### src/rtl/lrelu_pkg.sv
`default_nettype none

package lrelu_pkg;

  localparam int UNITS          = 8;
  localparam int GROUPS         = 2;
  localparam int COEF_DEPTH     = 4;

  localparam int WORD_WIDTH_IN  = 16;
  localparam int WORD_WIDTH_OUT = 8;
  localparam int COEF_WIDTH     = 16;  // q8.8
  localparam int ACC_WIDTH      = 32;

  localparam int USER_WIDTH     = 2;
  localparam int I_USER_LRELU   = 0;
  localparam int I_USER_TAG     = 1;

  localparam int FRAC_BITS      = 8;
  localparam int LEAK_SLOPE     = 26;  // ~0.1 in q0.8
  localparam int LEAK_FRAC_BITS = 8;
  localparam int OUT_SHIFT      = 4;
  localparam int B_RESET        = 256; // 1.0

  typedef logic signed [WORD_WIDTH_IN-1:0]  in_lane_t;
  typedef logic signed [ACC_WIDTH-1:0]      acc_lane_t;
  typedef logic signed [WORD_WIDTH_OUT-1:0] out_lane_t;
  typedef logic signed [COEF_WIDTH-1:0]     coef_t;

  // group major, lane 0 of group 0 in the low bits
  typedef in_lane_t  [GROUPS-1:0][UNITS-1:0] in_vec_t;
  typedef acc_lane_t [GROUPS-1:0][UNITS-1:0] acc_vec_t;
  typedef out_lane_t [GROUPS-1:0][UNITS-1:0] out_vec_t;

  typedef coef_t [GROUPS-1:0] coef_vec_t;

  // order of the config walk
  typedef enum logic [1:0] {
    TGT_D = 2'd0,
    TGT_A = 2'd1,
    TGT_B = 2'd2
  } cfg_target_e;

endpackage

`default_nettype wire

### src/rtl/stage_if.sv
`timescale 1ns/10ps
`default_nettype none

interface stage_if
  import lrelu_pkg::*;
#(
  parameter type data_t = acc_vec_t
);

  logic  valid;
  data_t data;
  logic  lrelu;  // apply leak slope in stage 2
  logic  tag;    // carried to m_user untouched

  modport src (output valid, data, lrelu, tag);
  modport dst (input  valid, data, lrelu, tag);

endinterface

`default_nettype wire

### src/rtl/requant_stage.sv
`timescale 1ns/10ps
`default_nettype none

module requant_stage
  import lrelu_pkg::*;
(
  input  logic                  clk,
  input  logic                  reset,
  stage_if.dst                  biased_beat,
  output logic                  m_valid,
  output logic [USER_WIDTH-1:0] m_user,
  output out_vec_t              m_data
);

  localparam acc_lane_t SAT_MAX = acc_lane_t'((1 <<< (WORD_WIDTH_OUT - 1)) - 1);
  localparam acc_lane_t SAT_MIN = -SAT_MAX - 1;

  out_vec_t out_next;

  function automatic out_lane_t sat_lane(input acc_lane_t s2);
    acc_lane_t shifted;
    shifted = s2 >>> OUT_SHIFT;
    if (shifted > SAT_MAX)
      return out_lane_t'(SAT_MAX);
    else if (shifted < SAT_MIN)
      return out_lane_t'(SAT_MIN);
    return out_lane_t'(shifted);
  endfunction

  always_comb begin
    for (int g = 0; g < GROUPS; g++) begin
      for (int u = 0; u < UNITS; u++) begin
        out_next[g][u] = sat_lane(biased_beat.data[g][u]);
      end
    end
  end

  always_ff @(posedge clk) begin
    if (reset)
      m_valid <= 1'b0;
    else
      m_valid <= biased_beat.valid;
  end

  always_ff @(posedge clk) begin
    if (biased_beat.valid) begin
      m_data               <= out_next;
      m_user[I_USER_LRELU] <= biased_beat.lrelu;
      m_user[I_USER_TAG]   <= biased_beat.tag;
    end
  end

endmodule

`default_nettype wire

### src/flat_wrapper.sv
// flat-port wrapper written by rule: the top's interface ports become plain ports
module requant_stage_flat import lrelu_pkg::*;
  (clk, reset, m_valid, m_user, m_data, biased_beat_valid, biased_beat_data, biased_beat_lrelu, biased_beat_tag);
  stage_if biased_beat_i ();
  input  logic clk;
  input  logic reset;
  output logic m_valid;
  output logic [USER_WIDTH-1:0] m_user;
  output out_vec_t m_data;
  input wire logic [$bits(biased_beat_i.valid)-1:0] biased_beat_valid;
  input wire logic [$bits(biased_beat_i.data)-1:0] biased_beat_data;
  input wire logic [$bits(biased_beat_i.lrelu)-1:0] biased_beat_lrelu;
  input wire logic [$bits(biased_beat_i.tag)-1:0] biased_beat_tag;
  assign biased_beat_i.valid = biased_beat_valid;
  assign biased_beat_i.data = biased_beat_data;
  assign biased_beat_i.lrelu = biased_beat_lrelu;
  assign biased_beat_i.tag = biased_beat_tag;
  requant_stage u_core (.clk(clk), .reset(reset), .biased_beat(biased_beat_i), .m_valid(m_valid), .m_user(m_user), .m_data(m_data));
endmodule
### config.mk
export PLATFORM = sky130hd
export DESIGN_NAME = requant_stage_flat
export DESIGN_NICKNAME = d
export VERILOG_FILES = /design/src/rtl/lrelu_pkg.sv /design/src/rtl/stage_if.sv /design/src/rtl/requant_stage.sv /design/src/flat_wrapper.sv
export SDC_FILE = /design/constraint.sdc
export NUM_CORES = 1
export LEC_CHECK = 0
export BUFFER_PORTS_ARGS = -buffer_cell sky130_fd_sc_hd__buf_2
export CAP_MARGIN = 10
export CELL_PAD_IN_SITES_DETAIL_PLACEMENT = 1
export CELL_PAD_IN_SITES_GLOBAL_PLACEMENT = 2
export CORE_AREA = 3 3 254 256
export DETAILED_ROUTE_END_ITERATION = 8
export DIE_AREA = 0 0 257 259
export PLACE_DENSITY = 0.57
export SYNTH_ARGS = -nofsm -noshare
export SYNTH_HDL_FRONTEND = slang
export SYNTH_SLANG_ARGS = --single-unit
### constraint.sdc
create_clock -name clk -period 1.8 [get_ports clk]
set_input_delay 0.36 -clock clk [delete_from_list [all_inputs] [get_ports clk]]
set_output_delay 0.36 -clock clk [all_outputs]
set_load 0.05 [all_outputs]
# Yosys cells after proc, flatten, opt, wreduce, memory -nomap -nowiden
# Cells that the tools add are included.
# totals
inputBits	517
word_cells	130
ff_bits	131
# classes
n_lt_le_gt_ge	32
muxes	80
# ops
op	n
$gt A28 B8 Y1 const B	16
$lt A28 B8 Y1 const B	16
$mux W8	48
$mux W1	32

# Longest topological paths before layout
# logic_depth
word_depth	4
depth_mapped	4

# Worst setup path after synthesis
# No wires, ideal clock.
# synth_path
path_type	input -> register
from	input port biased_beat_data[14]
to	register u_core.m_data[0] (netlist name)
cell_stages	4
arrival_time_ns	1.312
setup_ns	0.131
path_buffers	0
setup_slack_ns	0.357
cell_sequence	nand4_1 > or3_4 > o31ai_4 > a21o_1
# synth_lines
element	line	text
start: declaration	flat_wrapper.sv:11	input wire logic [$bits(biased_beat_i.data)-1:0] biased_beat_data;

# Worst setup path in the final report
# layout_path
from	register u_core.m_data[107] (netlist name)
to	output port m_data[107] (netlist bit)
# layout_lines
element	line	text
end: declaration	flat_wrapper.sv:9	output out_vec_t m_data;
# No word-level cell between the ends.

==> impl_metrics.env <==
export IMPL_status="complete, no violations"
export IMPL_syn_inst=484
export IMPL_syn_num_nets=1001
export IMPL_antenna_found_initial=6
export IMPL_grt_usage=0.1002
export IMPL_multi_input_area_mm2=0.002569
export IMPL_antenna_left=0
export IMPL_yosys_area_top_type_share=0.5958
export IMPL_fmax_mhz=646.6
export IMPL_row_count=92
export IMPL_core_area_mm2=0.06274
export IMPL_synth_area_leaders="edfxtp_1 60%, a21o_1 13%, nand4_1 7.6%"
export IMPL_design_area_mm2=0.01143
export IMPL_gp_congestion=0.9056
export IMPL_arrival_ps=1190
export IMPL_cts_buffers=17
export IMPL_cpMaxStageDelayCell="edfxtp_1"
export IMPL_post_cts_setup_buffer_count=0
export IMPL_grt_first_pass_wirelength_um=48310
export IMPL_setup_viol=0
export IMPL_critPathCaptureType="primary output"
export IMPL_drt_iter0_markers=193
export IMPL_fillers=7366
export IMPL_ir_drop_uv=629.6
export IMPL_layout_commonest_cell="buf_2"
export IMPL_root_buffer="clkbuf_16"
export IMPL_nets=1617
export IMPL_vias=7175
export IMPL_crit_path_start_kind="flop"
export IMPL_place_hpwl_um=29720
export IMPL_fin_crit_ps=1547
export IMPL_synth_cell_type_count=11
export IMPL_cts_sinks=131
export IMPL_avgSynthCellArea_um2=13.54
export IMPL_cts_htree_levels=4
export IMPL_finalHoldViolCount=0
export IMPL_seq_area_mm2=0.003924
export IMPL_cts_max_path_buffers=2
export IMPL_placed_area_mm2=0.01077
export IMPL_fin_crit_sh=0.8592
export IMPL_mostFrequentLayoutCells="582 x buf_2, 130 x edfxtp_1, 112 x a21o_1, 80 x nand4_1, 80 x nor4_1"
export IMPL_dieArea_mm2=0.06656
export IMPL_synth_top_area_cell="edfxtp_1"
export IMPL_drv_slew=0
export IMPL_area_growth_synth_to_final_pct=74.51
export IMPL_critPathRequiredTime_ps=1440
export IMPL_worst_path_buf_inv=1
export IMPL_wl_per_cell_um=17.61
export IMPL_maxSlewHeadroom=0.4499
export IMPL_firstDrtPassIters=4
export IMPL_maxCapViolations=0
export IMPL_path_max_fanout=1
export IMPL_ios=648
export IMPL_grt_pass1_vias=7728
export IMPL_dieHeight_um=259
export IMPL_drc=0
export IMPL_p_total_uw=9982
export IMPL_synth_warnings=0
export IMPL_hold_path_class="in -> reg"
export IMPL_vias_per_cell=3.661
export IMPL_port_buffers=583
export IMPL_cp_top_family="flip-flops"
export IMPL_drive_above_1_share=0.6047
export IMPL_cpPeakStageDelay_ps=410
export IMPL_cts_tree="built"
export IMPL_routed_wl_um=34520
export IMPL_start_util=0.1044
export IMPL_rsz0062_at_grt="no"
export IMPL_grt_max_degree=40
export IMPL_synth_seq_cells=131
export IMPL_power_density_mw_per_mm2=873.0
export IMPL_critPathKind="reg -> out"
export IMPL_tightest_slew_ps=821.3
export IMPL_fp_dieW_um=257
export IMPL_clk_pin_slew_ps=60
export IMPL_power_leakage_uw=0.005015
export IMPL_grt_overflow=0
export IMPL_path_cells="buf_2"
export IMPL_yosysSeqAreaShare=0.5988
export IMPL_synth_area_mm2=0.006553
## through the flow
step,cells,setup slack [ps],utilization,hold slack (ps),setup TNS [ps]
after floorplan,484,357.2,-,431.6,0
final,1960,253.4,0.1823,77.87,0
after detailed placement,1925,-136.5,0.1717,529.5,-1962
after CTS,1959,110.4,0.1822,4.838,0
after global placement,1925,-126.8,0.1717,526.1,-1744
after global routing,1960,133.2,0.1823,30.55,0
## Yosys cell counts
cell type,instances
a21o_1,112
a31oi_1,16
and3_1,16
clkbuf_1,16
dfxtp_1,1
edfxtp_1,130
nand4_1,80
nor2b_1,1
nor4_1,80
o31ai_4,16
or3_4,16
## final timing paths
check               end  slack [ps]  depth (start not counted)                from
min    u_core.m_user[0]          80                          1   biased_beat_lrelu
max         m_data[107]         250                          1  u_core.m_data[107]
## registers in the layout, summed over array words and instances (netlist names)
name / flops
u_core.m_valid: 1
u_core.m_user: 2
u_core.m_data: 128
## area by class of cell
cell class / instances / area share
clock inverter: 15 / 0.01871
antenna: 1 / 0.0002188
multi-input combinational: 337 / 0.2246
sequential: 131 / 0.3431
clock buffer: 17 / 0.03720
timing repair buffer: 613 / 0.2835
tap: 846 / 0.09257
## layer usage
layer	GRT usage	wire length, um	vias up
met5	0	38	-
met4	0.04457	961	6
met3	0.04800	3596	46
met2	0.1777	17630	383
met1	0.09939	12290	3378
li1	-	-	3362
## cell families after synthesis
family,after synthesis,synth area share
and+or+nand+nor,193,0.1965
buffers and inverters,16,0.009166
DFF,131,0.5988
AOI/OAI and AO/OA,144,0.1955
## where the power goes
part           leakage (uW)  internal [uW]  switching, uW
sequential          0.00129           3650           67.2
clock              0.000308           2440           1510
combinational       0.00342            736           1580
total               0.00502           6820           3160
## timing repair
action	in CTS	in global routing
gates resized for setup	0	0
hold buffers	2	0
setup endpoints to repair	0	0
hold endpoints to repair	2	0
Power figures use the tool's default switching activity.
