===== src/rtl/lrelu_pkg.sv =====
`default_nettype none

package lrelu_pkg;

  localparam int UNITS          = 8;
  localparam int GROUPS         = 2;
  localparam int COEF_DEPTH     = 4;

  localparam int WORD_WIDTH_IN  = 16;
  localparam int WORD_WIDTH_OUT = 8;
  localparam int COEF_WIDTH     = 16;  // q8.8
  localparam int ACC_WIDTH      = 32;

  localparam int USER_WIDTH     = 2;
  localparam int I_USER_LRELU   = 0;
  localparam int I_USER_TAG     = 1;

  localparam int FRAC_BITS      = 8;
  localparam int LEAK_SLOPE     = 26;  // ~0.1 in q0.8
  localparam int LEAK_FRAC_BITS = 8;
  localparam int OUT_SHIFT      = 4;
  localparam int B_RESET        = 256; // 1.0

  typedef logic signed [WORD_WIDTH_IN-1:0]  in_lane_t;
  typedef logic signed [ACC_WIDTH-1:0]      acc_lane_t;
  typedef logic signed [WORD_WIDTH_OUT-1:0] out_lane_t;
  typedef logic signed [COEF_WIDTH-1:0]     coef_t;

  // group major, lane 0 of group 0 in the low bits
  typedef in_lane_t  [GROUPS-1:0][UNITS-1:0] in_vec_t;
  typedef acc_lane_t [GROUPS-1:0][UNITS-1:0] acc_vec_t;
  typedef out_lane_t [GROUPS-1:0][UNITS-1:0] out_vec_t;

  typedef coef_t [GROUPS-1:0] coef_vec_t;

  // order of the config walk
  typedef enum logic [1:0] {
    TGT_D = 2'd0,
    TGT_A = 2'd1,
    TGT_B = 2'd2
  } cfg_target_e;

endpackage

`default_nettype wire


===== src/rtl/stage_if.sv =====
`timescale 1ns/10ps
`default_nettype none

interface stage_if
  import lrelu_pkg::*;
#(
  parameter type data_t = acc_vec_t
);

  logic  valid;
  data_t data;
  logic  lrelu;  // apply leak slope in stage 2
  logic  tag;    // carried to m_user untouched

  modport src (output valid, data, lrelu, tag);
  modport dst (input  valid, data, lrelu, tag);

endinterface

`default_nettype wire


===== src/rtl/leaky_stage.sv =====
`timescale 1ns/10ps
`default_nettype none

module leaky_stage
  import lrelu_pkg::*;
(
  input  logic      clk,
  input  logic      reset,
  input  coef_vec_t d_coef,
  stage_if.dst      scaled_beat,
  stage_if.src      biased_beat
);

  acc_vec_t biased_next;

  function automatic acc_lane_t leak_lane(
    input acc_lane_t s1,
    input logic      lrelu,
    input coef_t     d
  );
    acc_lane_t leaked;
    leaked = s1;
    if (lrelu && (s1 < 0))
      leaked = (s1 * LEAK_SLOPE) >>> LEAK_FRAC_BITS;  // floor, stays negative
    return leaked + acc_lane_t'(d);
  endfunction

  always_comb begin
    for (int g = 0; g < GROUPS; g++) begin
      for (int u = 0; u < UNITS; u++) begin
        biased_next[g][u] = leak_lane(scaled_beat.data[g][u], scaled_beat.lrelu, d_coef[g]);
      end
    end
  end

  always_ff @(posedge clk) begin
    if (reset)
      biased_beat.valid <= 1'b0;
    else
      biased_beat.valid <= scaled_beat.valid;
  end

  always_ff @(posedge clk) begin
    if (scaled_beat.valid) begin
      biased_beat.data  <= biased_next;
      biased_beat.lrelu <= scaled_beat.lrelu;
      biased_beat.tag   <= scaled_beat.tag;
    end
  end

endmodule

`default_nettype wire


===== src/flat_wrapper.sv =====
// flat-port wrapper written by rule: the top's interface ports become plain ports
module leaky_stage_flat import lrelu_pkg::*;
  (clk, reset, d_coef, scaled_beat_valid, scaled_beat_data, scaled_beat_lrelu, scaled_beat_tag, biased_beat_valid, biased_beat_data, biased_beat_lrelu, biased_beat_tag);
  stage_if scaled_beat_i ();
  stage_if biased_beat_i ();
  input  logic clk;
  input  logic reset;
  input  coef_vec_t d_coef;
  input wire logic [$bits(scaled_beat_i.valid)-1:0] scaled_beat_valid;
  input wire logic [$bits(scaled_beat_i.data)-1:0] scaled_beat_data;
  input wire logic [$bits(scaled_beat_i.lrelu)-1:0] scaled_beat_lrelu;
  input wire logic [$bits(scaled_beat_i.tag)-1:0] scaled_beat_tag;
  output wire logic [$bits(biased_beat_i.valid)-1:0] biased_beat_valid;
  output wire logic [$bits(biased_beat_i.data)-1:0] biased_beat_data;
  output wire logic [$bits(biased_beat_i.lrelu)-1:0] biased_beat_lrelu;
  output wire logic [$bits(biased_beat_i.tag)-1:0] biased_beat_tag;
  assign scaled_beat_i.valid = scaled_beat_valid;
  assign scaled_beat_i.data = scaled_beat_data;
  assign scaled_beat_i.lrelu = scaled_beat_lrelu;
  assign scaled_beat_i.tag = scaled_beat_tag;
  assign biased_beat_valid = biased_beat_i.valid;
  assign biased_beat_data = biased_beat_i.data;
  assign biased_beat_lrelu = biased_beat_i.lrelu;
  assign biased_beat_tag = biased_beat_i.tag;
  leaky_stage u_core (.clk(clk), .reset(reset), .d_coef(d_coef), .scaled_beat(scaled_beat_i), .biased_beat(biased_beat_i));
endmodule

===== config.mk =====
export PLATFORM = sky130hd
export DESIGN_NAME = leaky_stage_flat
export DESIGN_NICKNAME = d
export VERILOG_FILES = /design/src/rtl/lrelu_pkg.sv /design/src/rtl/stage_if.sv /design/src/rtl/leaky_stage.sv /design/src/flat_wrapper.sv
export SDC_FILE = /design/constraint.sdc
export NUM_CORES = 2
export LEC_CHECK = 0
export BUFFER_PORTS_ARGS = -buffer_cell sky130_fd_sc_hd__buf_2
export CAP_MARGIN = 10
export CORE_AREA = 3 3 426 512
export CTS_BUF_LIST = sky130_fd_sc_hd__clkbuf_4
export DETAILED_ROUTE_END_ITERATION = 10
export DIE_AREA = 0 0 429 515
export GPL_TIMING_DRIVEN = 0
export MAX_ROUTING_LAYER = met4
export PLACE_DENSITY = 0.6
export SETUP_SLACK_MARGIN = 0.4
export SKIP_LAST_GASP = 1
export SYNTH_ARGS = -nofsm -noshare
export SYNTH_HDL_FRONTEND = slang
export SYNTH_SLANG_ARGS = --single-unit

===== constraint.sdc =====
create_clock -name clk -period 7.92 [get_ports clk]
set_clock_uncertainty 0.15 [all_clocks]
set_input_delay 1.188 -clock clk [delete_from_list [all_inputs] [get_ports clk]]
set_output_delay 1.188 -clock clk [all_outputs]
set_load 0.05 [all_outputs]

# Word-level counts from Yosys, hierarchy flattened
# Index checks and enable logic that the tools add are counted.
[totals]
regBits = 515
inputBits = 549
out_inout_bits = 515
wordCells = 99
[classes]
add_sub_neg = 16
mul = 16
n_lt_le_gt_ge = 16
mux = 16
n_reduce_logical = 16
[op_table]
columns = ["op", "count"]
rows = [
  ["32-bit by 16-bit adder with 32-bit output", 16],
  ["32-bit by 1-bit less-than comparator with 1-bit output, second input constant", 16],
  ["32-bit by 5-bit multiplier with 31-bit output, second input constant", 16],
  ["32-bit two-way mux", 16],
  ["1-bit logical AND", 16],
]

# Depth between registers and ports, before layout
[depth]
ltp_word = 4
depth_mapped = 30
ltp_nobuf = 29

# Worst setup path after synthesis
# OpenSTA, ideal clock, no wires.
[synth_timing]
kind = "input to register"
start = "input port scaled_beat_data[69]"
end = "register u_core.biased_beat.data[95] (netlist name)"
setup_time_ps = 260
t_arrival_ps = 6823
required_time_ps = 7510
setup_slack_ps = 687
path_stages = 29
n_path_buf = 0
cell_sequence = "ha_1 ha_1 inv_1 fa_1 inv_1 ha_1 a21o_1 a21oi_1 or3b_2 o31ai_1 o21a_1 a311o_1 nand2_1 a21oi_1 a31oi_1 xor2_1 o21ai_0 ha_1 a21o_1 a311o_1 a31oi_1 o21bai_1 or3_1 o21ai_1 o311ai_0 a31o_2 a21oi_1 xnor2_1 xnor2_1"
[synth_rtl]
columns = ["element", "line", "source"]
rows = [
  ["start, declared", "flat_wrapper.sv:10", "input wire logic [$bits(scaled_beat_i.data)-1:0] scaled_beat_data;"],
]

==> impl_metrics.csv <==
group,metric,value,unit
final_layout,utilization,0.4529,
logic_synthesis,ys_seq_area_frac,0.1816,
final_layout,syn2layout_area_growth,13.82,%
logic_synthesis,synth-simple-area-share,0.09171,
global_route,grt_max_degree,121,
place,place_congestion,0.9574,
power_and_ir_drop,internal-power,0.01135,W
place,dp_hpwl,250700,um
timing,rsz0062_at_grt,"no",
worst_setup_path,start_kind,"primary input",
worst_setup_path,critPathMaxStageDelay,0.64,ns
job,drv_cap,0,
global_route,grt_pass1_wl,444000,um
clock_tree,cts_made_buffers,169,
logic_synthesis,synthesis.area,85090,um2
floorplanning,start_util,0.3979,
clock_tree,cts_tree,"done",
global_route,track_usage,0.2707,
timing,period_share,0.9094,
logic_synthesis,synth_top_family_by_area,"adder cells",
place,dp_cells,13640,
logic_synthesis,synth_compound_area_frac,0.1767,
final_layout,final_common_cell,"inv_1",
floorplanning,rows,186,
timing,period_minus_slack,7.202,ns
global_route,grtUsageMet2,0.4577,
drt,routed_wl,297700,um
power_and_ir_drop,leakage,51.61,nW
global_route,top_usage_layer,"met2",
logic_synthesis,synth_fp_nets,12530,
logic_synthesis,synthArstFlopShare,0,
floorplanning,die_w,429,um
worst_setup_path,crit_top_cell,"a21oi_1",
logic_synthesis,synth_edf_count,514,
drt,dr.pass1.iters,6,
global_route,antenna_found_initial,192,
power_and_ir_drop,total_power,0.02361,W
worst_setup_path,crit_type,"in -> reg",
floorplanning,core_area,213900,um2
floorplanning,dieArea,220900,um2
final_layout,layout_common_cells,"inv_1, ha_1, buf_2",
global_route,grt-ovfl-total,0,
timing,drv_slew,0,
outcome,outcome,"finished, final reports clean",
power_and_ir_drop,ir_drop,0.0002348,V
global_route,grt_use_met1,0.2881,
logic_synthesis,synthCells,9740,
worst_setup_path,cp-startpoint,"scaled_beat_data[70]",
worst_setup_path,critPathSlowestCell,"o311ai_1",
logic_synthesis,synth.avg_cell_area,8.737,um2
clock_tree,clkSinkCount,515,
clock_tree,clk_pin_slew,0.06,ns
logic_synthesis,yosysUniqueCellTypes,95,
hold_path,hp-class,"in -> reg",
logic_synthesis,synth-main-ff-cell,"edfxtp_1",
logic_synthesis,synthMuxAreaShare,0.002603,
floorplanning,io-pin-count,1064,
worst_setup_path,cp_max_fo,7,
worst_setup_path,cp.arrival,8.01,ns
timing,fmax,138.8,MHz
timing,whs,0.2182,ns
final_layout,drive_above_1_share,0.1279,
global_route,grt_pass1_vias,74720,
clock_tree,clk_path_buf_depth,4,
clock_tree,root_buffer,"clkbuf_4",
power_and_ir_drop,p_seq_frac,0.194,
timing,worst_pin_slew,1.176,ns
power_and_ir_drop,pwr-share-comb,0.680,
drt,vias,74210,
logic_synthesis,yosysWarnings,0,
drt,drtIter0Drc,3978,
logic_synthesis,synth-adder-area-share,0.3661,
clock_tree,htreeDepth,4,
timing,relSlewSlack,0.2157,
final_layout,num-nets-final,13780,
worst_setup_path,worstSetupEndpoint,"u_core.biased_beat.data[95]",
worst_setup_path,worstPathRequired,8.72,ns
global_route,use_met3,0.07595,
timing,hold_viol,0,
power_and_ir_drop,clkPwrFrac,0.126,
floorplanning,fp.dieH,515,um
drt,ant_nets,0,
drt,wl_per_cell,21.11,um
logic_synthesis,ys_ff_latch,515,
power_and_ir_drop,switching_share,0.5191,
clock_tree,cts_setup_buffers,0,
worst_setup_path,end_kind,"flip-flop",
place,io_buffer_count,1063,
power_and_ir_drop,p_switching,0.01225,W
place,placed_area,94270,um2
final_layout,final-instance-count-excl-fill,14100,
drt,viasPerCell,5.262,
drt,drc,0,
final_layout,design_area,96860,um2
logic_synthesis,synth_xor_area_frac,0.08947,
timing,setup_viol,0,
power_and_ir_drop,p_per_area,243.7,nW/um2
[what timing repair did]
action / CTS / global route
resized for setup: 0 / 1
hold buffers: 3 / 0
setup endpoints to repair: 0 / 1
hold endpoints to repair: 3 / 0
[state kept, by name, summed over array words and instances, names as in the netlist]
| signal | flops |
|---|---|
| u_core.biased_beat.data | 512 |
| u_core.biased_beat.lrelu | 1 |
| u_core.biased_beat.tag | 1 |
| u_core.biased_beat.valid | 1 |
[area by class of cell]
type	count	area (um2)
antenna	174	435.4
buffer	98	375.4
clock buffer	223	1674
clock inverter	67	444.2
fill	21200	117000
inverter	1984	7447
multi-input combinational	7143	61820
sequential	515	15450
tap	2820	3528
timing repair buffer	1078	5673
[cells in the mapped netlist, drive strengths merged (11+ instances only)]
cell | number | share of area
inv | 1983 | 0.087
ha | 1824 | 0.27
o21ai | 621 | 0.037
nand2 | 610 | 0.027
a21oi | 599 | 0.035
xnor2 | 573 | 0.059
edfxtp | 514 | 0.18
a21o | 482 | 0.043
fa | 416 | 0.098
nor2 | 352 | 0.016
xor2 | 291 | 0.030
nor3 | 119 | 0.0071
nand3 | 113 | 0.0066
o21a | 112 | 0.0099
o21bai | 106 | 0.0094
clkbuf | 96 | 0.0042
nand2b | 83 | 0.0061
nand4 | 77 | 0.0057
nor2b | 76 | 0.0056
a31oi | 57 | 0.0043
and3 | 56 | 0.0041
o31ai | 51 | 0.0045
a211oi | 49 | 0.0044
and2 | 40 | 0.0029
a21boi | 33 | 0.0030
o211ai | 32 | 0.0029
or3 | 27 | 0.0021
and4 | 25 | 0.0026
or2 | 23 | 0.0017
a211o | 20 | 0.0021
a221oi | 19 | 0.0021
a221o | 17 | 0.0020
a41o | 14 | 0.0016
a2111oi | 13 | 0.0015
a41oi | 13 | 0.0015
nand3b | 13 | 0.0011
o31a | 13 | 0.0013
a22oi | 12 | 0.0011
a31o | 12 | 0.0012
mux2i | 12 | 0.0014
o22ai | 12 | 0.00088
nor4 | 11 | 0.00081
[worst min path at each step]
stage / start / endpoint / slack (ns) / depth (start not counted)
global route: scaled_beat_data[95] / u_core.biased_beat.data[95] / 0.04 / 3
floorplan: reset / u_core.biased_beat.valid / 1.11 / 1
CTS: scaled_beat_data[95] / u_core.biased_beat.data[95] / 0.002 / 3
detailed placement: reset / u_core.biased_beat.valid / 1.20 / 2
finish: scaled_beat_data[95] / u_core.biased_beat.data[95] / 0.22 / 3
global placement: reset / u_core.biased_beat.valid / 1.20 / 2
[power groups by stage]
stage / clock [W] / sequential, W / combinational (W)
after floorplan: 0 / 0.00742 / 0.00894
after global placement: 0 / 0.00467 / 0.0157
after detailed placement: 0 / 0.00462 / 0.0159
after CTS: 0.00312 / 0.00459 / 0.0161
after global routing: 0.00325 / 0.00464 / 0.0176
final: 0.00298 / 0.00458 / 0.0160
[cells by family (layout without fill, tap and decap cells)]
family                   count (synthesis)  in the layout
other                                    0            174
multiplexers                            21             21
buffers and inverters                 2082           3450
XOR/XNOR                               866            866
flip-flops                             515            515
adder cells (fa/ha/maj)               2240           2240
AO/OA/AOI/OAI                         2363           2363
AND/OR/NAND/NOR                       1653           1653
[worst max-delay path: cells and delay by family]
family	cells	cell delay (ns)
buffers and inverters	4	0.51
and+or+nand+nor	4	1.27
xor gates and xnor gates	3	0.47
AOI/OAI and AO/OA	13	2.88
adders and majority gates	5	1.66
[stage by stage]
step / TNS (ns) / setup WS [ns]
6_report: 0 / 0.7175
5_1_grt: 0 / 0.4756
4_1_cts: 0 / 0.7481
3_5_place_dp: -4.934 / -0.6621
3_3_place_gp: -1936.65 / -4.429
2_1_floorplan: 0 / 0.6875
[metal layers]
layer / part of all wire / up-vias
met5: 0 / -
met4: 0.060 / 0
met3: 0.079 / 598
met2: 0.48 / 2070
met1: 0.38 / 35420
li1: - / 36120
Note: power is estimated with default switching activity, not from simulation.
