===== config.mk =====
export PLATFORM = sky130hd
export DESIGN_NAME = coef_bank_flat
export DESIGN_NICKNAME = d
export VERILOG_FILES = /design/src/rtl/lrelu_pkg.sv /design/src/rtl/cfg_wr_if.sv /design/src/rtl/coef_bank.sv /design/src/flat_wrapper.sv
export SDC_FILE = /design/constraint.sdc
export NUM_CORES = 1
export LEC_CHECK = 0
export BUFFER_PORTS_ARGS = -buffer_cell sky130_fd_sc_hd__buf_2
export CAP_MARGIN = 15
export CORE_AREA = 2 2 152 154
export CTS_CLUSTER_SIZE = 24
export DETAILED_ROUTE_END_ITERATION = 12
export DIE_AREA = 0 0 154 156
export PLACE_DENSITY = 0.79
export SYNTH_ARGS = -nofsm -noshare
export SYNTH_HDL_FRONTEND = slang
export SYNTH_SLANG_ARGS = --single-unit

===== constraint.sdc =====
create_clock -name clk -period 3.95 [get_ports clk]
set_input_delay 0.395 -clock clk [delete_from_list [all_inputs] [get_ports clk]]
set_output_delay 0.395 -clock clk [all_outputs]
set_load 0.02 [all_outputs]

===== src/rtl/lrelu_pkg.sv =====
`default_nettype none

package lrelu_pkg;

  localparam int UNITS          = 8;
  localparam int GROUPS         = 2;
  localparam int COEF_DEPTH     = 4;

  localparam int WORD_WIDTH_IN  = 16;
  localparam int WORD_WIDTH_OUT = 8;
  localparam int COEF_WIDTH     = 16;  // q8.8
  localparam int ACC_WIDTH      = 32;

  localparam int USER_WIDTH     = 2;
  localparam int I_USER_LRELU   = 0;
  localparam int I_USER_TAG     = 1;

  localparam int FRAC_BITS      = 8;
  localparam int LEAK_SLOPE     = 26;  // ~0.1 in q0.8
  localparam int LEAK_FRAC_BITS = 8;
  localparam int OUT_SHIFT      = 4;
  localparam int B_RESET        = 256; // 1.0

  typedef logic signed [WORD_WIDTH_IN-1:0]  in_lane_t;
  typedef logic signed [ACC_WIDTH-1:0]      acc_lane_t;
  typedef logic signed [WORD_WIDTH_OUT-1:0] out_lane_t;
  typedef logic signed [COEF_WIDTH-1:0]     coef_t;

  // group major, lane 0 of group 0 in the low bits
  typedef in_lane_t  [GROUPS-1:0][UNITS-1:0] in_vec_t;
  typedef acc_lane_t [GROUPS-1:0][UNITS-1:0] acc_vec_t;
  typedef out_lane_t [GROUPS-1:0][UNITS-1:0] out_vec_t;

  typedef coef_t [GROUPS-1:0] coef_vec_t;

  // order of the config walk
  typedef enum logic [1:0] {
    TGT_D = 2'd0,
    TGT_A = 2'd1,
    TGT_B = 2'd2
  } cfg_target_e;

endpackage

`default_nettype wire


===== src/rtl/cfg_wr_if.sv =====
`timescale 1ns/10ps
`default_nettype none

interface cfg_wr_if
  import lrelu_pkg::*;
#(
  parameter int COEF_DEPTH = lrelu_pkg::COEF_DEPTH
);

  localparam int ADDR_WIDTH = (COEF_DEPTH > 1) ? $clog2(COEF_DEPTH) : 1;

  logic                  wr;
  cfg_target_e           target;
  logic [ADDR_WIDTH-1:0] addr;
  coef_vec_t             data;

  modport src (output wr, target, addr, data);
  modport dst (input  wr, target, addr, data);

endinterface

`default_nettype wire


===== src/rtl/coef_bank.sv =====
`timescale 1ns/10ps
`default_nettype none

module coef_bank
  import lrelu_pkg::*;
#(
  parameter int COEF_DEPTH = lrelu_pkg::COEF_DEPTH
)(
  input  logic      clk,
  input  logic      reset,
  cfg_wr_if.dst     cfg_wr,
  input  logic      config_restart,
  input  logic      s_valid,
  output coef_vec_t a_coef,
  output coef_vec_t b_coef,
  output coef_vec_t d_coef
);

  localparam int ADDR_WIDTH = (COEF_DEPTH > 1) ? $clog2(COEF_DEPTH) : 1;
  localparam logic [ADDR_WIDTH-1:0] LAST_IDX = ADDR_WIDTH'(COEF_DEPTH - 1);

  coef_vec_t             a_mem [COEF_DEPTH];
  coef_vec_t             b_mem [COEF_DEPTH];
  coef_vec_t             d_reg;
  logic [ADDR_WIDTH-1:0] rd_idx;

  always_ff @(posedge clk) begin
    if (reset) begin
      d_reg <= '0;
      for (int i = 0; i < COEF_DEPTH; i++) begin
        a_mem[i] <= '0;
        b_mem[i] <= {GROUPS{coef_t'(B_RESET)}};  // unity gain
      end
    end else if (cfg_wr.wr) begin
      case (cfg_wr.target)
        TGT_D:   d_reg <= cfg_wr.data;
        TGT_A:   a_mem[cfg_wr.addr] <= cfg_wr.data;
        TGT_B:   b_mem[cfg_wr.addr] <= cfg_wr.data;
        default: d_reg <= d_reg;
      endcase
    end
  end

  // channel index, one step per accepted beat
  always_ff @(posedge clk) begin
    if (reset || config_restart)
      rd_idx <= '0;
    else if (s_valid)
      rd_idx <= (rd_idx == LAST_IDX) ? '0 : rd_idx + 1'b1;
  end

  // read is combinational, the beat samples it in its input cycle
  assign a_coef = a_mem[rd_idx];
  assign b_coef = b_mem[rd_idx];
  assign d_coef = d_reg;

endmodule

`default_nettype wire


===== src/flat_wrapper.sv =====
// flat-port wrapper written by rule: the top's interface ports become plain ports
module coef_bank_flat import lrelu_pkg::*;
#(
  parameter int COEF_DEPTH = lrelu_pkg::COEF_DEPTH
)
  (clk, reset, config_restart, s_valid, a_coef, b_coef, d_coef, cfg_wr_wr, cfg_wr_target, cfg_wr_addr, cfg_wr_data);
  cfg_wr_if #(.COEF_DEPTH(COEF_DEPTH)) cfg_wr_i ();
  input  logic clk;
  input  logic reset;
  input  logic config_restart;
  input  logic s_valid;
  output coef_vec_t a_coef;
  output coef_vec_t b_coef;
  output coef_vec_t d_coef;
  input wire logic [$bits(cfg_wr_i.wr)-1:0] cfg_wr_wr;
  input wire logic [$bits(cfg_wr_i.target)-1:0] cfg_wr_target;
  input wire logic [$bits(cfg_wr_i.addr)-1:0] cfg_wr_addr;
  input wire logic [$bits(cfg_wr_i.data)-1:0] cfg_wr_data;
  assign cfg_wr_i.wr = cfg_wr_wr;
  assign cfg_wr_i.target = cfg_wr_target;
  assign cfg_wr_i.addr = cfg_wr_addr;
  assign cfg_wr_i.data = cfg_wr_data;
  coef_bank #(.COEF_DEPTH(COEF_DEPTH)) u_core (.clk(clk), .reset(reset), .cfg_wr(cfg_wr_i), .config_restart(config_restart), .s_valid(s_valid), .a_coef(a_coef), .b_coef(b_coef), .d_coef(d_coef));
endmodule

### Word-level counts from Yosys, hierarchy flattened

Memory sizes are Yosys's and may differ from the RTL's. A register that Yosys moved wholly into a read port is not among the register bits.
Cells that the tools add are included.

* register bits after elaboration: 34
* RAM bits: 256
* output and inout port bits: 96
* memories kept: 2
* word-level logic and storage cells: 35
* input port bits: 41

* add/sub/neg operators: 1
* equality and inequality tests: 3
* mux-type cells: 21
* reduce and logical (&&, ||, !) cells: 5

Memories
* u_core.a_mem: depth 4, width 32, rd ports 1, clocked after memory_dff 1, write ports 4, line coef_bank.sv:22 `coef_vec_t a_mem [COEF_DEPTH];`
* u_core.b_mem: depth 4, width 32, rd ports 1, clocked after memory_dff 1, write ports 4, line coef_bank.sv:23 `coef_vec_t b_mem [COEF_DEPTH];`

Operators with widths (number)
* 2-to-1 mux 32 bit: 2
* OR reduction 32 bit: 2
* 2-to-1 mux 2 bit: 7
* 2-to-1 mux 1 bit: 12
* equality test 2 bit, second input constant: 2
* adder 2 x 1 -> 2 bit, second input constant: 1
* equality test 2 x 1 -> 1 bit, second input constant: 1
* zero test 2 bit: 1
* AND reduction 2 bit: 1
* logical OR 1 bit: 1

### Depth between registers and ports, before layout

Gate-level depths: netlist of the first run.

* depth in word-level cells: 7
* gate-level depth with buffers: 4
* gate-level depth less buffers: 3

### Least setup slack after synthesis of the first run

OpenSTA, ideal clock, no wires.

* path type: input-to-reg
* from: input port cfg_wr_addr[0]
* to: memory u_core.a_mem[0][0] in the netlist's numbering (enable)
* arrival time: 2.519 ns
* path buffers: 2
* data required time: 3.522 ns
* stages: 4
* library setup time: 0.428 ns
* setup slack: 1.003 ns
* path through: or2_1 buf_2 buf_2 o21bai_1

RTL lines
* start, declared: line flat_wrapper.sv:17 `input wire logic [$bits(cfg_wr_i.addr)-1:0] cfg_wr_addr;`
* end, declared: line coef_bank.sv:22

==> results of run 1 <==
cells in the final DEF (no fill, tap or decap):
cell type   Yosys  routed
edfxtp_1      256     256
buf_2          26     136
nor3_1        120     120
nor3_2         67      67
nand2b_1       67      65
mux4_2         64      64
nor2_1         62      62
dfxtp_1        36      34
mux2i_1        33      33
inv_1          32      32
clkbuf_16       0      29
buf_4           2      19
o21bai_4        0       7
or3_1           6       6
clkbuf_1       17       6
bufinv_16       0       5
clkinvlp_4      0       4
clkinv_2        0       4
clkbuf_8        0       4
nand2_1         3       3
nand4bb_4       2       2
buf_12          2       2
nor4bb_1        1       1
nand3b_1        1       1
nor2b_1         1       1
a41o_1          1       1
or2_4           0       1
nand2b_2        0       1
nand2b_4        0       1
nor3b_4         0       1
or3b_2          1       1
a211oi_1        1       1
ha_1            1       1
dfxtp_4         0       1
dfxtp_2         0       1
inv_6           0       1
clkinv_4        0       1
logic make-up after synthesis:
kind of cell | Yosys count
compound gates | 9
flops | 292
fa+ha+maj | 1
mux | 97
buf+inv | 107
simple gates | 333
final timing paths:
kind / from / end / slack [ns]
setup reg to reg: u_core.rd_idx[0]$_SDFFE_PP0P_ / flop / 2.52
hold reg to reg: u_core.d_coef[19]$_SDFFE_PP0P_ / u_core.d_coef[19]$_SDFFE_PP0P_ / 0.47
setup / recovery: flop / b_coef[2] / 1.06
hold / removal: config_restart / flop / 0.05
metal layers:
layer | part of all wire | up-vias | wire (µm)
met5 | 0 | - | 0
met4 | 0.017 | 0 | 456
met3 | 0.074 | 33 | 2000
met2 | 0.48 | 321 | 13100
met1 | 0.43 | 3656 | 11600
li1 | - | 3391 | -
flip-flops by register name (all words and copies together) (netlist names), named ones only:
register and cells:
u_core.a_mem 128, u_core.b_mem 128, u_core.d_coef 32, u_core.rd_idx 2
critical path, delay by kind of cell (launching register included):
kind	cells	cell delay (ns)
buf+inv	2	0.55
flops	1	0.77
mux	1	0.60
cell type report:
type / instances / area (µm²)
well taps: 285 / 357
multi-input cells: 440 / 4030
clock inverters: 15 / 218
fillers: 1495 / 7560
repair buffers: 157 / 863
inverters: 32 / 120
clock buffers: 39 / 803
flip-flops and latches: 292 / 8410
power breakdown:
| group | total (mW) | switching, mW | internal, mW | leakage (nW) |
|---|---|---|---|---|
| Clock | 2.90 | 1.14 | 1.76 | 0.489 |
| Sequential | 3.59 | 0.0596 | 3.53 | 2.74 |
| Combinational | 0.605 | 0.396 | 0.209 | 1.74 |
| Total | 7.09 | 1.60 | 5.49 | 4.97 |
==> out/qor.csv, run 1 <==
metric,value,unit
status,"complete, no violations",
p_leak,4.97,nW
cts-hold-fix-buffers,0,
dp_hpwl,17000,µm
synth_adder_area_share,0.000961,
use_met2,0.361,
post_cts_buffers,0,
rsz0062_at_grt,no,
total_power,7.09,mW
vias,7401,
place_congestion,0.772,
synth_edf_count,256,
start_kind,flop,
synth_top_area_frac,0.591,
hp-class,in2reg,
synth_top_family_by_area,simple AND/OR/NAND/NOR gates,
synth-main-ff-cell,edfxtp_1,
fin_crit,2.89,ns
fin_setup_tns,0,ns
wl_per_cell,21.6,µm
synth_xor_area_frac,0,
critPathKind,reg2out,
num_antenna_cells,0,
drc,0,
die_area,24000,µm²
tightest_slew,0.751,ns
ys_warn_count,0,
drt_iter0_markers,845,
maxCapViolations,0,
grt.total_usage,0.229,
cts_tree,done,
synth_area,13000,µm²
fin_skew,0.00142,ns
core_area,22400,µm²
cts_sinks,292,
setup_viol,0,
initial_core_util,0.582,
die_w,154,µm
synthSimpleGateAreaFrac,0.160,
yosysMostFrequentCell,edfxtp_1,
cts_buffer_depth,3,
ant_nets,0,
cp_max_fo,34,
clock_latency,0.53,ns
grt_pass1_wl,42700,µm
worst_r2r_path_depth,3,
p_per_area,479,nW/µm²
finalWirelength,27200,µm
clk_pin_slew,0.06,ns
htreeDepth,1,
synth_top_cell_by_area,edfxtp_1,
syn_to_final_growth,13.8,%
grt_max_degree,129,
syn_nets,881,
synth_async_sr_flop_share,0,
finalHoldViolCount,0,
synth.area.top_cells,"edfxtp_1 59%, mux4_2 11%, dfxtp_1 5.5%",
synth_cell_types,29,
ys_seq_elements,292,
fin_area,14800,µm²
use_met3,0.0372,
grt_pass1_vias,7537,
place_area,13800,µm²
die_h,156,µm
cp-end-kind,primary output,
ir_worst_vdd,0.000352,V
grt_antenna_before_repair,0,
io_pins,137,
synth_common_cells,"256 x edfxtp_1, 120 x nor3_1, 67 x nand2b_1, 67 x nor3_2, 64 x mux4_2",
dp.cells,1206,
max_freq,347,MHz
vias_per_cell,5.87,
finalNetCount,994,
row_count,55,
setup_ws,1.06,ns
io_buffers,136,
drive_gt1_frac,0.361,
grtUsageMet1,0.339,
period_share,0.731,
synthMuxAreaShare,0.136,
slew_headroom,0.499,
instances_no_fill,1260,
cts_made_buffers,29,
cts-root-buf,clkbuf_16,
crit_path_cell_trace,buf_12 > mux4_2 > buf_2,
synth_compound_area_frac,0.00538,
overflow,0,
fin_util,0.662,
dr.pass1.iters,5,
yosysSeqAreaShare,0.646,
grt.busiest_layer,met2,
ctsResizeCount,0,
dp_worst_setup_slack,1.26,ns
slew_viol_final,0,
crit_arrival,2.49,ns
synth_cells,839,
critPathRequiredTime,3.56,ns
hold_path_depth,2,
fin_hold_ws,0.0531,ns
cp_slowest_cell,dfxtp_4,
syn_area_per_cell,15.5,µm²
critPathMaxStageDelay,0.77,ns
(Power assumes the default switching activity.)
==> run 2, diff against run 1 <==
Settings changed: ABC_AREA set to 1, CORE_AREA 2 2 152 154 to 2 2 160 162, DIE_AREA 0 0 154 156 to 0 0 162 164, PLACE_DENSITY 0.79 to 0.75.
Clock period 3.95 ns to 2.3 ns, I/O delays scaled along.
==> out/qor.csv, run 2 <==
metric,value,unit,change
finalNetCount,1449,,+46%
cts_sinks,292,,unchanged
synth_cells,1283,,+53%
die_h,164,µm,+5.1%
slew_viol_final,0,,unchanged
drt_iter0_markers,992,,+17%
synth_edf_count,256,,unchanged
drive_gt1_frac,0.174,,-0.187
crit_path_cell_trace,buf_4 > a21oi_1 > o21ai_0 > nand2_1 > buf_2,,
start_kind,flop,,
hp-class,in2reg,,
cts_tree,done,,
cts-root-buf,clkbuf_16,,
syn_to_final_growth,16.8,%,
seq_area,8420,µm²,about the same
ys_seq_elements,292,,unchanged
synth_async_sr_flop_share,0,,unchanged
setup_viol,0,,unchanged
overflow,0,,unchanged
ctsResizeCount,0,,unchanged
vias,9531,,+29%
grt_pass1_wl,48400,µm,+13%
maxCapViolations,0,,unchanged
cp-end-kind,primary output,,
fin_crit,2.18,ns,
yosysMostFrequentCell,nor2_1,,
multi_input_area,3480,µm²,-14%
max_freq,458,MHz,
ir_worst_vdd,0.000631,V,+80%
fin_hold_ws,0.0169,ns,-0.0362 ns
synth_common_cells,"267 x nor2_1, 256 x edfxtp_1, 173 x nand2_1, 132 x inv_1, 68 x o21ai_0",,
syn_nets,1325,,+50%
crit_family,flip-flops,,
critPathKind,reg2out,,
clk_pin_slew,0.06,ns,about the same
cts_buffer_depth,3,,unchanged
io_pins,137,,unchanged
grt_pass1_vias,9017,,+20%
die_area,26600,µm²,+11%
path_depth,5,,+2
rr_startpoint,u_core.rd_idx[0]$_SDFFE_PP0P_,,
grt_max_degree,54,,-58%
num_antenna_cells,0,,unchanged
synth_top_area_frac,0.594,,+0.00348
dp_worst_setup_slack,0.484,ns,-0.773 ns
rsz0062_at_grt,no,,
crit_arrival,1.95,ns,-0.54 ns
core_area,24800,µm²,+11%
cp_slowest_cell,dfxtp_4,,
initial_core_util,0.521,,-0.0606
setup_ws,0.116,ns,-0.948 ns
p_leak,6.10,nW,+23%
critPathRequiredTime,2.07,ns,-1.49 ns
vias_per_cell,5.42,,-7.8%
grt.total_usage,0.232,,+0.00307
ys_warn_count,0,,unchanged
tightest_slew,0.746,ns,-0.00454 ns
hold_path_depth,3,,+1
fin_skew,0.00176,ns,+0.000339 ns
switching_power,2.91,mW,+82%
critPathMaxStageDelay,0.63,ns,-0.14 ns
p_per_area,815,nW/µm²,+70%
worst_r2r_path_depth,4,,+1
swShare,0.236,,+0.0108
hp-start,s_valid,,
rrSetupSlack,1.06,ns,-1.46 ns
dp_hpwl,19600,µm,+15%
ant_nets,0,,unchanged
dr.pass1.iters,6,,+1
nFillCells,2021,,+35%
slew_headroom,0.501,,+0.00185
htreeDepth,1,,unchanged
place_congestion,0.772,,-0.10%
status,"complete, no violations",,
synth_top_cell_by_area,edfxtp_1,,
finalWirelength,31000,µm,+14%
syn_area_per_cell,10.1,µm²,-35%
drc,0,,unchanged
row_count,58,,+5.5%
synth_cell_types,25,,-14%
io_buffers,136,,unchanged
finalHoldViolCount,0,,unchanged
synth_area,12900,µm²,-0.59%
clock_power_share,0.400,,-0.009
comb_power_share,0.099,,+0.014
intPower,9.41,mW,+71%
synth.area.top_cells,"edfxtp_1 59%, nor2_1 7.7%, dfxtp_1 5.6%",,
synth-main-ff-cell,edfxtp_1,,
mostFrequentLayoutCells,"265 x nor2_1, 256 x edfxtp_1, 172 x nand2_1, 136 x buf_2, 132 x inv_1",,
crit_buf_inv,2,,unchanged
cp_max_fo,36,,+5.9%
final_common_cell,nor2_1,,
period_share,0.950,,
die_w,162,µm,+5.2%
p_seq_frac,0.501,,-0.005
fin_setup_tns,0,ns,unchanged
wl_per_cell,17.6,µm,-18%
grt_antenna_before_repair,0,,unchanged
cts_made_buffers,28,,-3.4%
clock_latency,0.53,ns,about the same
yosysSeqAreaShare,0.650,,+0.00381
run 2: cell count changes after synthesis, moves of 59 or more:
cell,before,now
a21oi_1,0,64
mux4_2,64,0
inv_1,32,132
nor2_1,62,267
nor3_2,67,8
o21ai_0,0,68
o211ai_1,0,64
nand2b_1,67,0
nand2_1,3,173
nor3_1,120,45
run 2: tightest hold or removal path, cell delays in order:
cell	delay, ns
buf_2	0.11
nor2_1	0.09
nor2_1	0.08
run 2: area by class of cell:
type | instances | share of cell area
Multi-Input combinational cell | 740 | 0.230
Clock inverter | 10 | 0.0103
Inverter | 167 | 0.0415
Tap cell | 330 | 0.0273
Clock buffer | 42 | 0.0561
Timing Repair Buffer | 178 | 0.0775
Sequential cell | 292 | 0.557
run 2: what timing repair did:
action | 4_1_cts | 5_1_grt
hold buffers | 2 | 0
endpoints found under the setup margin | 0 | 41
buffers inserted | 0 | 1
endpoints found under the hold margin | 4 | 0
run 2: cell families (layout without fill, tap and decap cells):
| logic type | Yosys count | count (layout) | synth area share |
|---|---|---|---|
| buf+inv | 251 | 397 | 0.0850 |
| compound gates | 196 | 196 | 0.0882 |
| fa+ha+maj | 1 | 1 | 0.000967 |
| simple gates | 543 | 543 | 0.176 |
| flops | 292 | 292 | 0.650 |
run 2: power by group through the flow:
| stage | Combinational (mW) | Sequential [mW] | Clock [mW] |
|---|---|---|---|
| 6_report | 1.22 | 6.18 | 4.92 |
| 3_5_place_dp | 1.20 | 6.29 | 0 |
| 5_1_grt | 1.34 | 6.20 | 5.16 |
| 4_1_cts | 1.21 | 6.18 | 4.96 |
| 2_1_floorplan | 0.729 | 6.28 | 0 |
| 3_3_place_gp | 1.18 | 6.28 | 0 |
run 2: metal layers:
layer	wire, µm	track usage	part of all wire
met5	0	0	0
met4	369	0.0491	0.012
met3	2840	0.0323	0.092
met2	14600	0.378	0.47
met1	13200	0.337	0.42
run 2: per-stage QoR:
stage | util | instances | instance area (µm²) | total power [mW]
3_5_place_dp | 0.566 | 1704 | 14100 | 7.49
5_1_grt | 0.609 | 1759 | 15100 | 12.7
2_1_floorplan | - | 1283 | 12900 | 7.01
4_1_cts | 0.608 | 1758 | 15100 | 12.4
6_report | 0.609 | 1759 | 15100 | 12.3
3_3_place_gp | 0.566 | 1704 | 14100 | 7.46
run 2: how the worst max path moves through the flow:
stage,to,slack [ns],from
6_report,b_coef[20],0.12,flop
5_1_grt,b_coef[22],0.02,flop
4_1_cts,a_coef[1],0.01,flop
3_5_place_dp,u_core.a_mem[2][13]$_SDFFCE_PN0P_,0.48,cfg_wr_target[0]
3_3_place_gp,u_core.a_mem[2][13]$_SDFFCE_PN0P_,0.52,cfg_wr_target[0]
2_1_floorplan,u_core.a_mem[2][0]$_SDFFCE_PN0P_,-0.27,cfg_wr_wr
